## src/common/pipeConsts.svh

```systemverilog
/* pipeline constants
   widths, reset vector and the MIPS opcode and funct codes of the supported subset */
`ifndef PIPE_CONSTS_SVH
`define PIPE_CONSTS_SVH

`define DATA_W   32
`define REG_W    5
`define RESET_PC 32'h0000_0000

// primary opcodes
`define OP_RTYPE 6'h00
`define OP_J     6'h02
`define OP_BEQ   6'h04
`define OP_BNE   6'h05
`define OP_ADDIU 6'h09
`define OP_LW    6'h23
`define OP_SW    6'h2b

// funct codes under OP_RTYPE
`define FN_JALR  6'h09
`define FN_ADDU  6'h21
`define FN_SUBU  6'h23

`endif

```

## src/common/pipePkg.sv

```systemverilog
/* pipeline types
   ALU operation codes and the payload structs held by each stage register */
`include "pipeConsts.svh"

package pipePkg;

	// passB forwards operand B untouched, used for the jalr link value
	typedef enum logic [1:0] {
		aluAdd   = 2'd0,
		aluSub   = 2'd1,
		aluPassB = 2'd2
	} aluOpE;

	// fetch to decode
	typedef struct packed {
		logic [`DATA_W-1:0] instr;
		logic [`DATA_W-1:0] pcPlus4;
	} fdT;

	// decode to execute
	typedef struct packed {
		logic               regWrite;
		logic               memToReg;
		logic               memWrite;
		logic               aluSrc;
		aluOpE              aluOp;
		logic [`REG_W-1:0]  rs;
		logic [`REG_W-1:0]  rt;
		logic [`REG_W-1:0]  writeReg;
		logic [`DATA_W-1:0] rd1;
		logic [`DATA_W-1:0] rd2;
		logic [`DATA_W-1:0] imm;
		logic [`DATA_W-1:0] link;
	} deT;

	// execute to memory
	typedef struct packed {
		logic               regWrite;
		logic               memToReg;
		logic               memWrite;
		logic [`REG_W-1:0]  writeReg;
		logic [`DATA_W-1:0] aluOut;
		logic [`DATA_W-1:0] writeData;
	} emT;

	// memory to writeback
	typedef struct packed {
		logic               regWrite;
		logic [`REG_W-1:0]  writeReg;
		logic [`DATA_W-1:0] result;
	} mwT;

endpackage

```

## src/pipeReg.sv

```systemverilog
/* pipeline stage register
   holds on stall, clears to a bubble on flush, one instance per stage boundary */
`timescale 1ns/100ps

module pipeReg
	import pipePkg::*;
#(
	parameter type payloadT = deT
) (
	input  logic    clk,
	input  logic    arstN,
	input  logic    stall,
	input  logic    flush,
	input  payloadT d,
	output payloadT q
);

	// all-zero payload is a bubble, regWrite and memWrite both low
	always_ff @(posedge clk or negedge arstN) begin
		if (!arstN) begin
			q <= '0;
		end else if (stall) begin
			q <= q;
		end else if (flush) begin
			q <= '0;
		end else begin
			q <= d;
		end
	end

	// hazard control must never ask a stage to hold and drop its contents at once
	aStallFlush: assert property (@(posedge clk) disable iff (!arstN) !(stall && flush))
		else $error("pipeReg: stall and flush high together");

endmodule

```

## src/regFile.sv

```systemverilog
/* register file
   32 x 32 bits, two combinational read ports with write-through, one write port */
`timescale 1ns/100ps
`include "pipeConsts.svh"

module regFile (
	input  logic               clk,
	input  logic               arstN,
	input  logic [`REG_W-1:0]  ra1,
	input  logic [`REG_W-1:0]  ra2,
	output logic [`DATA_W-1:0] rd1,
	output logic [`DATA_W-1:0] rd2,
	input  logic               we,
	input  logic [`REG_W-1:0]  wa,
	input  logic [`DATA_W-1:0] wd
);

	// no storage behind register 0
	logic [`DATA_W-1:0] rf [1:(2**`REG_W)-1];

	always_ff @(posedge clk) begin
		if (we && (wa != '0)) begin
			rf[wa] <= wd;
		end
	end

	// same-cycle write is passed straight to the reader, so W to D needs no bypass
	assign rd1 = (ra1 == '0) ? '0 : ((we && (wa == ra1)) ? wd : rf[ra1]);
	assign rd2 = (ra2 == '0) ? '0 : ((we && (wa == ra2)) ? wd : rf[ra2]);

	// a word written one cycle ago reads back unless a newer write to it bypasses the array
	aReadBack: assert property (@(posedge clk) disable iff (!arstN)
		(we && (wa != '0)) |=>
		((ra1 != $past(wa)) || (we && (wa == ra1)) || (rd1 == $past(wd))))
		else $error("regFile: written word not read back");

endmodule

```

## src/decode/decodeStage.sv

```systemverilog
/* decode stage
   instruction decoder, forwarded branch comparator and next-PC target selection */
`timescale 1ns/100ps
`include "pipeConsts.svh"

module decodeStage
	import pipePkg::*;
(
	input  logic [`DATA_W-1:0] instrD,
	input  logic [`DATA_W-1:0] pcPlus4D,
	input  logic [`DATA_W-1:0] rd1,
	input  logic [`DATA_W-1:0] rd2,
	input  logic [`DATA_W-1:0] aluOutM,
	input  logic               forwardAD,
	input  logic               forwardBD,
	output logic [`REG_W-1:0]  rsD,
	output logic [`REG_W-1:0]  rtD,
	output logic               branchD,
	output logic               jumpD,
	output logic               jalrD,
	output logic               brTakenD,
	output logic [`DATA_W-1:0] pcNext,
	output logic               regWriteD,
	output logic               memToRegD,
	output logic               memWriteD,
	output logic               aluSrcD,
	output aluOpE              aluOpD,
	output logic [`REG_W-1:0]  writeRegD,
	output logic [`DATA_W-1:0] immD,
	output logic [`DATA_W-1:0] linkD
);

	logic [5:0]         opcode;
	logic [5:0]         funct;
	logic [`REG_W-1:0]  rdD;
	logic [`DATA_W-1:0] srcAD;
	logic [`DATA_W-1:0] srcBD;
	logic [`DATA_W-1:0] branchTarget;
	logic [`DATA_W-1:0] jumpTarget;

	// instruction fields
	assign opcode = instrD[31:26];
	assign funct  = instrD[5:0];
	assign rsD    = instrD[25:21];
	assign rtD    = instrD[20:16];
	assign rdD    = instrD[15:11];
	assign immD   = {{(`DATA_W-16){instrD[15]}}, instrD[15:0]};
	assign linkD  = pcPlus4D;

	// control decode, a zero word (bubble) decodes to nothing
	always_comb begin
		regWriteD = 1'b0;
		memToRegD = 1'b0;
		memWriteD = 1'b0;
		aluSrcD   = 1'b0;
		aluOpD    = aluAdd;
		branchD   = 1'b0;
		jumpD     = 1'b0;
		jalrD     = 1'b0;
		writeRegD = rtD;
		case (opcode)
			`OP_RTYPE: begin
				writeRegD = rdD;
				case (funct)
					`FN_ADDU: begin
						regWriteD = 1'b1;
					end
					`FN_SUBU: begin
						regWriteD = 1'b1;
						aluOpD    = aluSub;
					end
					`FN_JALR: begin
						// link to rd, value goes down the pipe through ALU operand B
						regWriteD = 1'b1;
						aluOpD    = aluPassB;
						jalrD     = 1'b1;
					end
					default: begin
						regWriteD = 1'b0;
					end
				endcase
			end
			`OP_ADDIU: begin
				regWriteD = 1'b1;
				aluSrcD   = 1'b1;
			end
			`OP_LW: begin
				regWriteD = 1'b1;
				memToRegD = 1'b1;
				aluSrcD   = 1'b1;
			end
			`OP_SW: begin
				memWriteD = 1'b1;
				aluSrcD   = 1'b1;
			end
			`OP_BEQ, `OP_BNE: begin
				branchD = 1'b1;
			end
			`OP_J: begin
				jumpD = 1'b1;
			end
			default: begin
				regWriteD = 1'b0;
			end
		endcase
	end

	// comparator operands, an ALU result still in M is picked up here
	assign srcAD = forwardAD ? aluOutM : rd1;
	assign srcBD = forwardBD ? aluOutM : rd2;

	assign brTakenD = branchD && ((opcode == `OP_BNE) ? (srcAD != srcBD) : (srcAD == srcBD));

	assign branchTarget = pcPlus4D + {immD[`DATA_W-3:0], 2'b00};
	assign jumpTarget   = {pcPlus4D[31:28], instrD[25:0], 2'b00};

	// redirect target; falls back to pcPlus4D when nothing redirects
	always_comb begin
		if (jalrD) begin
			pcNext = srcAD;
		end else if (jumpD) begin
			pcNext = jumpTarget;
		end else if (brTakenD) begin
			pcNext = branchTarget;
		end else begin
			pcNext = pcPlus4D;
		end
	end

endmodule

```

## src/decode/hazardUnit.sv

```systemverilog
/* hazard unit
   bypass selection for D and E, load-use and branch stalls, memory waits and flushes */
`timescale 1ns/100ps
`include "pipeConsts.svh"

module hazardUnit (
	input  logic              Iwait,
	input  logic              Dwait,
	input  logic              branchD,
	input  logic              jumpD,
	input  logic              jalrD,
	input  logic              brTakenD,
	input  logic              memToRegE,
	input  logic              regWriteE,
	input  logic              memToRegM,
	input  logic              regWriteM,
	input  logic              memWriteM,
	input  logic              regWriteW,
	input  logic [`REG_W-1:0] rsD,
	input  logic [`REG_W-1:0] rtD,
	input  logic [`REG_W-1:0] rsE,
	input  logic [`REG_W-1:0] rtE,
	input  logic [`REG_W-1:0] writeRegE,
	input  logic [`REG_W-1:0] writeRegM,
	input  logic [`REG_W-1:0] writeRegW,
	output logic              forwardAD,
	output logic              forwardBD,
	output logic [1:0]        forwardAE,
	output logic [1:0]        forwardBE,
	output logic              stallF,
	output logic              stallD,
	output logic              stallE,
	output logic              stallM,
	output logic              stallW,
	output logic              flushD,
	output logic              flushE,
	output logic              memAccessM
);

	logic lwStall;
	logic branchStall;
	logic memStall;
	logic matchE;
	logic matchM;

	// E operand bypass, 10 takes aluOutM, 01 takes resultW, M is younger so it wins
	always_comb begin
		if ((rsE != '0) && (rsE == writeRegM) && regWriteM) begin
			forwardAE = 2'b10;
		end else if ((rsE != '0) && (rsE == writeRegW) && regWriteW) begin
			forwardAE = 2'b01;
		end else begin
			forwardAE = 2'b00;
		end
		if ((rtE != '0) && (rtE == writeRegM) && regWriteM) begin
			forwardBE = 2'b10;
		end else if ((rtE != '0) && (rtE == writeRegW) && regWriteW) begin
			forwardBE = 2'b01;
		end else begin
			forwardBE = 2'b00;
		end
	end

	// comparator bypass from M only; W reaches D through the register file
	assign forwardAD = (rsD != '0) && (rsD == writeRegM) && regWriteM;
	assign forwardBD = (rtD != '0) && (rtD == writeRegM) && regWriteM;

	// D sources against the E and M destinations, register 0 never matches
	assign matchE = (writeRegE != '0) && ((writeRegE == rsD) || (writeRegE == rtD));
	assign matchM = (writeRegM != '0) && ((writeRegM == rsD) || (writeRegM == rtD));

	always_comb begin
		// data memory wait only counts with an access sitting in M
		memAccessM = memToRegM | memWriteM;
		memStall   = Dwait & memAccessM;

		// load in E feeding D, one bubble
		lwStall = memToRegE & matchE;

		// branch or jalr operands must be at least in M as an ALU result
		branchStall = (branchD | jalrD) & ((regWriteE & matchE) | (memToRegM & matchM));

		// memory wait freezes everything
		stallE = memStall;
		stallM = memStall;
		stallW = memStall;

		// fetch wait behaves like a load-use stall
		stallF = lwStall | branchStall | memStall | Iwait;
		stallD = stallF;

		// redirect drops the wrong-path fetch, but not while D itself is held
		flushD = (brTakenD | jumpD | jalrD) & ~stallD;
		flushE = (lwStall | branchStall | Iwait) & ~memStall;
	end

endmodule

```

## src/executeStage.sv

```systemverilog
/* execute stage
   operand bypass from M and W, immediate and link selection, and the ALU */
`timescale 1ns/100ps
`include "pipeConsts.svh"

module executeStage
	import pipePkg::*;
(
	input  logic [`DATA_W-1:0] rd1E,
	input  logic [`DATA_W-1:0] rd2E,
	input  logic [`DATA_W-1:0] immE,
	input  logic [`DATA_W-1:0] linkE,
	input  logic               aluSrcE,
	input  pipePkg::aluOpE     aluOpE,
	input  logic [1:0]         forwardAE,
	input  logic [1:0]         forwardBE,
	input  logic [`DATA_W-1:0] aluOutM,
	input  logic [`DATA_W-1:0] resultW,
	output logic [`DATA_W-1:0] aluOutE,
	output logic [`DATA_W-1:0] writeDataE
);

	logic [`DATA_W-1:0] srcAE;
	logic [`DATA_W-1:0] srcBE;

	always_comb begin
		// bypassed register operands
		case (forwardAE)
			2'b10:   srcAE = aluOutM;
			2'b01:   srcAE = resultW;
			default: srcAE = rd1E;
		endcase
		case (forwardBE)
			2'b10:   writeDataE = aluOutM;
			2'b01:   writeDataE = resultW;
			default: writeDataE = rd2E;
		endcase

		// B is the link for jalr, the immediate for I-type, else the register
		if (aluOpE == aluPassB) begin
			srcBE = linkE;
		end else if (aluSrcE) begin
			srcBE = immE;
		end else begin
			srcBE = writeDataE;
		end

		case (aluOpE)
			aluAdd:  aluOutE = srcAE + srcBE;
			aluSub:  aluOutE = srcAE - srcBE;
			default: aluOutE = srcBE;
		endcase
	end

endmodule

```

## src/pipelineTop.sv

```systemverilog
/* five-stage pipeline top
   PC, stage registers, decode, execute, hazard control and the memory ports */
`timescale 1ns/100ps
`include "pipeConsts.svh"

module pipelineTop
	import pipePkg::*;
(
	input  logic               clk,
	input  logic               arstN,
	output logic [`DATA_W-1:0] iAddr,
	input  logic [`DATA_W-1:0] iData,
	input  logic               Iwait,
	output logic [`DATA_W-1:0] dAddr,
	output logic [`DATA_W-1:0] dWdata,
	input  logic [`DATA_W-1:0] dRdata,
	output logic               dRead,
	output logic               dWrite,
	input  logic               Dwait,
	output logic               wbEn,
	output logic [`REG_W-1:0]  wbReg,
	output logic [`DATA_W-1:0] wbData
);

	logic [`DATA_W-1:0] pcF;
	logic [`DATA_W-1:0] pcPlus4F;
	fdT fdF, fdD;
	deT deD, deE;
	emT emE, emM;
	mwT mwM, mwW;

	logic stallF, stallD, stallE, stallM, stallW;
	logic flushD, flushE, memAccessM;
	logic forwardAD, forwardBD;
	logic [1:0] forwardAE, forwardBE;

	logic [`REG_W-1:0]  rsD, rtD, writeRegD;
	logic [`DATA_W-1:0] rd1D, rd2D, pcNextD, immD, linkD;
	logic branchD, jumpD, jalrD, brTakenD;
	logic regWriteD, memToRegD, memWriteD, aluSrcD;
	aluOpE aluOpD;
	logic [`DATA_W-1:0] aluOutE, writeDataE;

	// fetch, PC takes the decode redirect or moves on by one word
	assign pcPlus4F = pcF + 32'd4;
	assign iAddr    = pcF;

	always_ff @(posedge clk or negedge arstN) begin
		if (!arstN) begin
			pcF <= `RESET_PC;
		end else if (!stallF) begin
			pcF <= (brTakenD | jumpD | jalrD) ? pcNextD : pcPlus4F;
		end
	end

	assign fdF.instr   = iData;
	assign fdF.pcPlus4 = pcPlus4F;

	pipeReg #(.payloadT(fdT)) FD (
		.clk(clk), .arstN(arstN), .stall(stallD), .flush(flushD), .d(fdF), .q(fdD)
	);

	// decode
	regFile rf (
		.clk(clk), .arstN(arstN), .ra1(rsD), .ra2(rtD), .rd1(rd1D), .rd2(rd2D),
		.we(wbEn), .wa(mwW.writeReg), .wd(mwW.result)
	);

	decodeStage dec (
		.instrD(fdD.instr), .pcPlus4D(fdD.pcPlus4), .rd1(rd1D), .rd2(rd2D),
		.aluOutM(emM.aluOut), .forwardAD(forwardAD), .forwardBD(forwardBD),
		.rsD(rsD), .rtD(rtD), .branchD(branchD), .jumpD(jumpD), .jalrD(jalrD),
		.brTakenD(brTakenD), .pcNext(pcNextD), .regWriteD(regWriteD),
		.memToRegD(memToRegD), .memWriteD(memWriteD), .aluSrcD(aluSrcD),
		.aluOpD(aluOpD), .writeRegD(writeRegD), .immD(immD), .linkD(linkD)
	);

	always_comb begin
		deD.regWrite = regWriteD;
		deD.memToReg = memToRegD;
		deD.memWrite = memWriteD;
		deD.aluSrc   = aluSrcD;
		deD.aluOp    = aluOpD;
		deD.rs       = rsD;
		deD.rt       = rtD;
		deD.writeReg = writeRegD;
		deD.rd1      = rd1D;
		deD.rd2      = rd2D;
		deD.imm      = immD;
		deD.link     = linkD;
	end

	pipeReg #(.payloadT(deT)) DE (
		.clk(clk), .arstN(arstN), .stall(stallE), .flush(flushE), .d(deD), .q(deE)
	);

	// execute
	executeStage ex (
		.rd1E(deE.rd1), .rd2E(deE.rd2), .immE(deE.imm), .linkE(deE.link),
		.aluSrcE(deE.aluSrc), .aluOpE(deE.aluOp), .forwardAE(forwardAE),
		.forwardBE(forwardBE), .aluOutM(emM.aluOut), .resultW(mwW.result),
		.aluOutE(aluOutE), .writeDataE(writeDataE)
	);

	assign emE = '{regWrite: deE.regWrite, memToReg: deE.memToReg, memWrite: deE.memWrite,
		writeReg: deE.writeReg, aluOut: aluOutE, writeData: writeDataE};

	pipeReg #(.payloadT(emT)) EM (
		.clk(clk), .arstN(arstN), .stall(stallM), .flush(1'b0), .d(emE), .q(emM)
	);

	// memory, strobes stay level while Dwait holds M
	assign dAddr  = emM.aluOut;
	assign dWdata = emM.writeData;
	assign dRead  = memAccessM & emM.memToReg;
	assign dWrite = memAccessM & emM.memWrite;

	assign mwM.regWrite = emM.regWrite;
	assign mwM.writeReg = emM.writeReg;
	assign mwM.result   = emM.memToReg ? dRdata : emM.aluOut;

	pipeReg #(.payloadT(mwT)) MW (
		.clk(clk), .arstN(arstN), .stall(stallW), .flush(1'b0), .d(mwM), .q(mwW)
	);

	// writeback, one wbEn pulse per retiring write even while W is held
	assign wbEn   = mwW.regWrite & ~stallW;
	assign wbReg  = mwW.writeReg;
	assign wbData = mwW.result;

	hazardUnit hz (
		.Iwait(Iwait), .Dwait(Dwait), .branchD(branchD), .jumpD(jumpD), .jalrD(jalrD),
		.brTakenD(brTakenD), .memToRegE(deE.memToReg), .regWriteE(deE.regWrite),
		.memToRegM(emM.memToReg), .regWriteM(emM.regWrite), .memWriteM(emM.memWrite),
		.regWriteW(mwW.regWrite), .rsD(rsD), .rtD(rtD), .rsE(deE.rs), .rtE(deE.rt),
		.writeRegE(deE.writeReg), .writeRegM(emM.writeReg), .writeRegW(mwW.writeReg),
		.forwardAD(forwardAD), .forwardBD(forwardBD), .forwardAE(forwardAE),
		.forwardBE(forwardBE), .stallF(stallF), .stallD(stallD), .stallE(stallE),
		.stallM(stallM), .stallW(stallW), .flushD(flushD), .flushE(flushE),
		.memAccessM(memAccessM)
	);

endmodule

```

## config.mk

```make
export PLATFORM = sky130hd
export DESIGN_NAME = pipelineTop
export DESIGN_NICKNAME = d
export VERILOG_FILES = /design/src/common/pipePkg.sv /design/src/pipeReg.sv /design/src/regFile.sv /design/src/decode/decodeStage.sv /design/src/decode/hazardUnit.sv /design/src/executeStage.sv /design/src/pipelineTop.sv
export VERILOG_INCLUDE_DIRS = /design/src /design/src/common
export SDC_FILE = /design/constraint.sdc
export NUM_CORES = 2
export LEC_CHECK = 0
export BUFFER_PORTS_ARGS = -buffer_cell sky130_fd_sc_hd__buf_2
export CORE_MARGIN = 4
export CORE_UTILIZATION = 45
export CTS_BUF_LIST = sky130_fd_sc_hd__clkbuf_4
export CTS_CLUSTER_SIZE = 40
export DETAILED_ROUTE_END_ITERATION = 10
export GPL_TIMING_DRIVEN = 0
export PLACE_DENSITY = 0.72
export REMOVE_ABC_BUFFERS = 1
export SLEW_MARGIN = 20
export SYNTH_ARGS = -nofsm -noshare
export SYNTH_HDL_FRONTEND = slang
export SYNTH_SLANG_ARGS = --single-unit
export TNS_END_PERCENT = 10
```

## constraint.sdc

```tcl
create_clock -name clk -period 12.6 [get_ports clk]
set_input_delay 1.26 -clock clk [delete_from_list [all_inputs] [get_ports clk]]
set_output_delay 1.26 -clock clk [all_outputs]
set_load 0.01 [all_outputs]
```

==> flow_summary.toml <==
[outcome]
status = "completed"

[clocking]
root_buffer = "clkbuf_4"
cts_inserted_buffers = 353
cts_max_level = 5
cts_resized = 0
clk_pin_slew_ns = 0.07
cts_tree = "yes"
cts_sinks = 1331
cts_max_path_buffers = 4
clk_latency_ns = 1.37

[detailed_routing]
first_pass_iters = 7
first_iter_violations = 8562
viasPerCell = 6.797
top_layer_used = "met4"
dr_wl_met3_mm = 34.38
routed-wl-met2_mm = 112.8
drt_wl_total_mm = 254.0
wl_met1_mm = 92.20
wire_per_inst_um = 31.49
drc = 0
vias = 54840
ant_nets = 0

[logic_synthesis]
synth_common_cells = "992 x edfxtp_1, 543 x nand2_1, 397 x mux4_2, 339 x dfrtp_1, 312 x o21ai_0"
ys_types = 106
syn_avg_cell_area_um2 = 12.89
synth_top_area_share_pct = 41.80
yosysTopAreaCell = "edfxtp_1"
ys.warnings.count = 0
synth_edf_count = 992
ys_seq_area_share_pct = 53.71
syn_area_mm2 = 0.07126
synthTopCellsByArea = "edfxtp_1 42%, mux4_2 13%, dfrtp_1 12%, mux2i_1 2.9%, nand2_1 2.9%"
ys_async_sr_fraction_pct = 25.47
synthMostInstantiatedCell = "edfxtp_1"
ys_ff_latch = 1331
syn-instance-count = 5528
synthFlopType = "edfxtp_1"

[global_route]
grt_pass1_wl_mm = 363.0
grt_max_degree = 87
grt_usage_pct = 30.21
grt_pass1_vias = 52720
antenna_found_initial = 4
grt_overflow_total = 0

[critical_path]
cp_slowest_cell = "o21ai_4"
crit_path_end_kind = "flip-flop"
required_ns = 13.70
crit_top_cell = "nand4_1"
path_max_fanout = 34
cpPeakStageDelay_ns = 0.90
cpLargestDelayFamily = "simple AND/OR/NAND/NOR gates"
path_buf_inv = 3
worstPathArrival_ns = 9.95
critical_path_class = "flip-flop to flip-flop"
cp-start-kind = "flip-flop"
crit_path_cell_trace = "buf_12 -> buf_16 -> xnor2_1 -> nand4_1 -> o21ai_4 -> buf_8 -> nor2_1 -> nor3_1 -> a211oi_1 -> a2111oi_0 -> o2111a_1 -> nand4_1 -> or4_1 -> o311ai_4 -> nand2_1 -> nand2_2 -> o21ai_0"

[flow_run]
cap_violations = 0

[timing]
slew_headroom_pct = 18.50
worst_slew_pin_slew_ns = 1.215
drv_slew = 0
setup_tns_ns = 0
rsz0062_at_grt = "no"
fin_crit_sh_pct = 70.18
fin_skew_ns = 0.1217
max_freq_ghz = 0.1131
period_minus_slack_ns = 8.842
hold_violations = 0
setup_violations = 0

[die]
initial_utilization_pct = 45.46
core-area_mm2 = 0.1568
dieArea_mm2 = 0.1648
die_h_um = 405.9
die_w_um = 405.9
ios = 204
rows = 145

[finish]
stdcell_area_mm2 = 0.08024
drive_gt1_share_pct = 25.94
syn2layout_area_growth_pct = 12.61
layout.nets = 5887
fill_cells = 13180

[placement]
gp_congestion = 0.9384
dpl.hpwl_mm = 174.0
placed_area_mm2 = 0.07592
port_buffers = 203

[power_and_ir_drop]
power_density_mw_per_mm2 = 174.5
irDropWorstVdd_mv = 0.1248
leakagePower_nw = 28.39
power.total_w = 0.01400

[worst_hold_path]
min_path_type = "input port to flip-flop"
==> metrics by stage <==
step	setup WS (ns)	utilization [%]	instances	hold WS [ns]
after floorplan	-7.555	-	5027	0.4413
after global placement	-31.08	46.05	7288	0.4520
after detailed placement	3.891	48.43	7457	0.4531
after CTS	3.778	51.16	8057	0.04316
after global routing	3.532	51.18	8062	0.1574
final	3.758	51.19	8068	0.1720
==> per-layer routing <==
layer | track usage, % | vias up
li1 | - | 22440
met1 | 39.01 | 27190
met2 | 45.46 | 4357
met3 | 9.929 | 851
met4 | 15.98 | 0
met5 | 0 | -
==> tightest hold or removal path, delay by kind of cell <==
kind	cells	cell delay [ns]
AOI/OAI and AO/OA	1	0.06
and+or+nand+nor	1	0.05
buffers and inverters	1	0.08
==> path summary, 6_finish.rpt <==
path                           start       end  slack (ns)  cells after the start
min in group asynchronous      arstN  FD.q[32]        0.48                      2
setup reg to reg            FD.q[48]  FD.q[24]        3.76                     17
hold / removal             iData[21]  FD.q[53]        0.17                      3
hold reg to reg             EM.q[30]  EM.q[30]        0.47                      2
max in group asynchronous      arstN  MW.q[27]       10.61                      5
setup / recovery            FD.q[48]  FD.q[24]        3.76                     17
==> cell usage in the layout (no fill, tap or decap), drive strengths merged, types with 67 or more instances in the layout <==
cell / count
nor2: 313
o22ai: 67
nand3: 154
a21oi: 191
mux2i: 206
nor3: 75
mux4: 410
clkbuf: 511
buf: 372
o21ai: 324
dfrtp: 339
clkinv: 82
edfxtp: 992
nand2: 543
a22oi: 91
xnor2: 107
a22o: 107
==> state kept, by name (all words and copies together) (netlist names) <==
name and cells:
iAddr 32, DE.q 133, MW.q 38, rf.rf 992
FD.q 64, EM.q 72
==> power breakdown <==
| part | total, W | switching (W) | leakage (nW) | internal, W |
|---|---|---|---|---|
| clock network | 0.00376 | 0.00185 | 2.57 | 0.00191 |
| logic | 0.00356 | 0.00212 | 12.7 | 0.00144 |
| registers | 0.00668 | 0.00120 | 13.2 | 0.00547 |
==> final cells by class <==
cell class	instances	area, µm²	area share, %
antenna	11	27.53	0.03430
clock buffer	511	3836	4.781
clock inverter	88	425.4	0.5302
inverter	60	236.5	0.2947
multi-input combinational	3636	30620	38.16
sequential	1331	38350	47.79
tap	2058	2575	3.209
timing repair buffer	373	4174	5.202
==> repair_timing <==
action / CTS / global route
hold endpoints to repair: 49 / 0
hold buffers: 1 / 0
setup buffers: 0 / 0
==> cell families (layout without fill, tap and decap cells) <==
group | Yosys count | count (layout) | share of synthesized area [%]
xor gates and xnor gates | 163 | 163 | 2.003
and+or+nand+nor | 1389 | 1389 | 9.094
DFF | 1331 | 1331 | 53.71
other | 0 | 11 | 0
muxes | 670 | 670 | 16.77
adders and majority gates | 64 | 64 | 1.145
AOI/OAI and AO/OA | 1350 | 1350 | 13.21
buffers and inverters | 561 | 1032 | 4.065
Power figures use the tool's default switching activity.
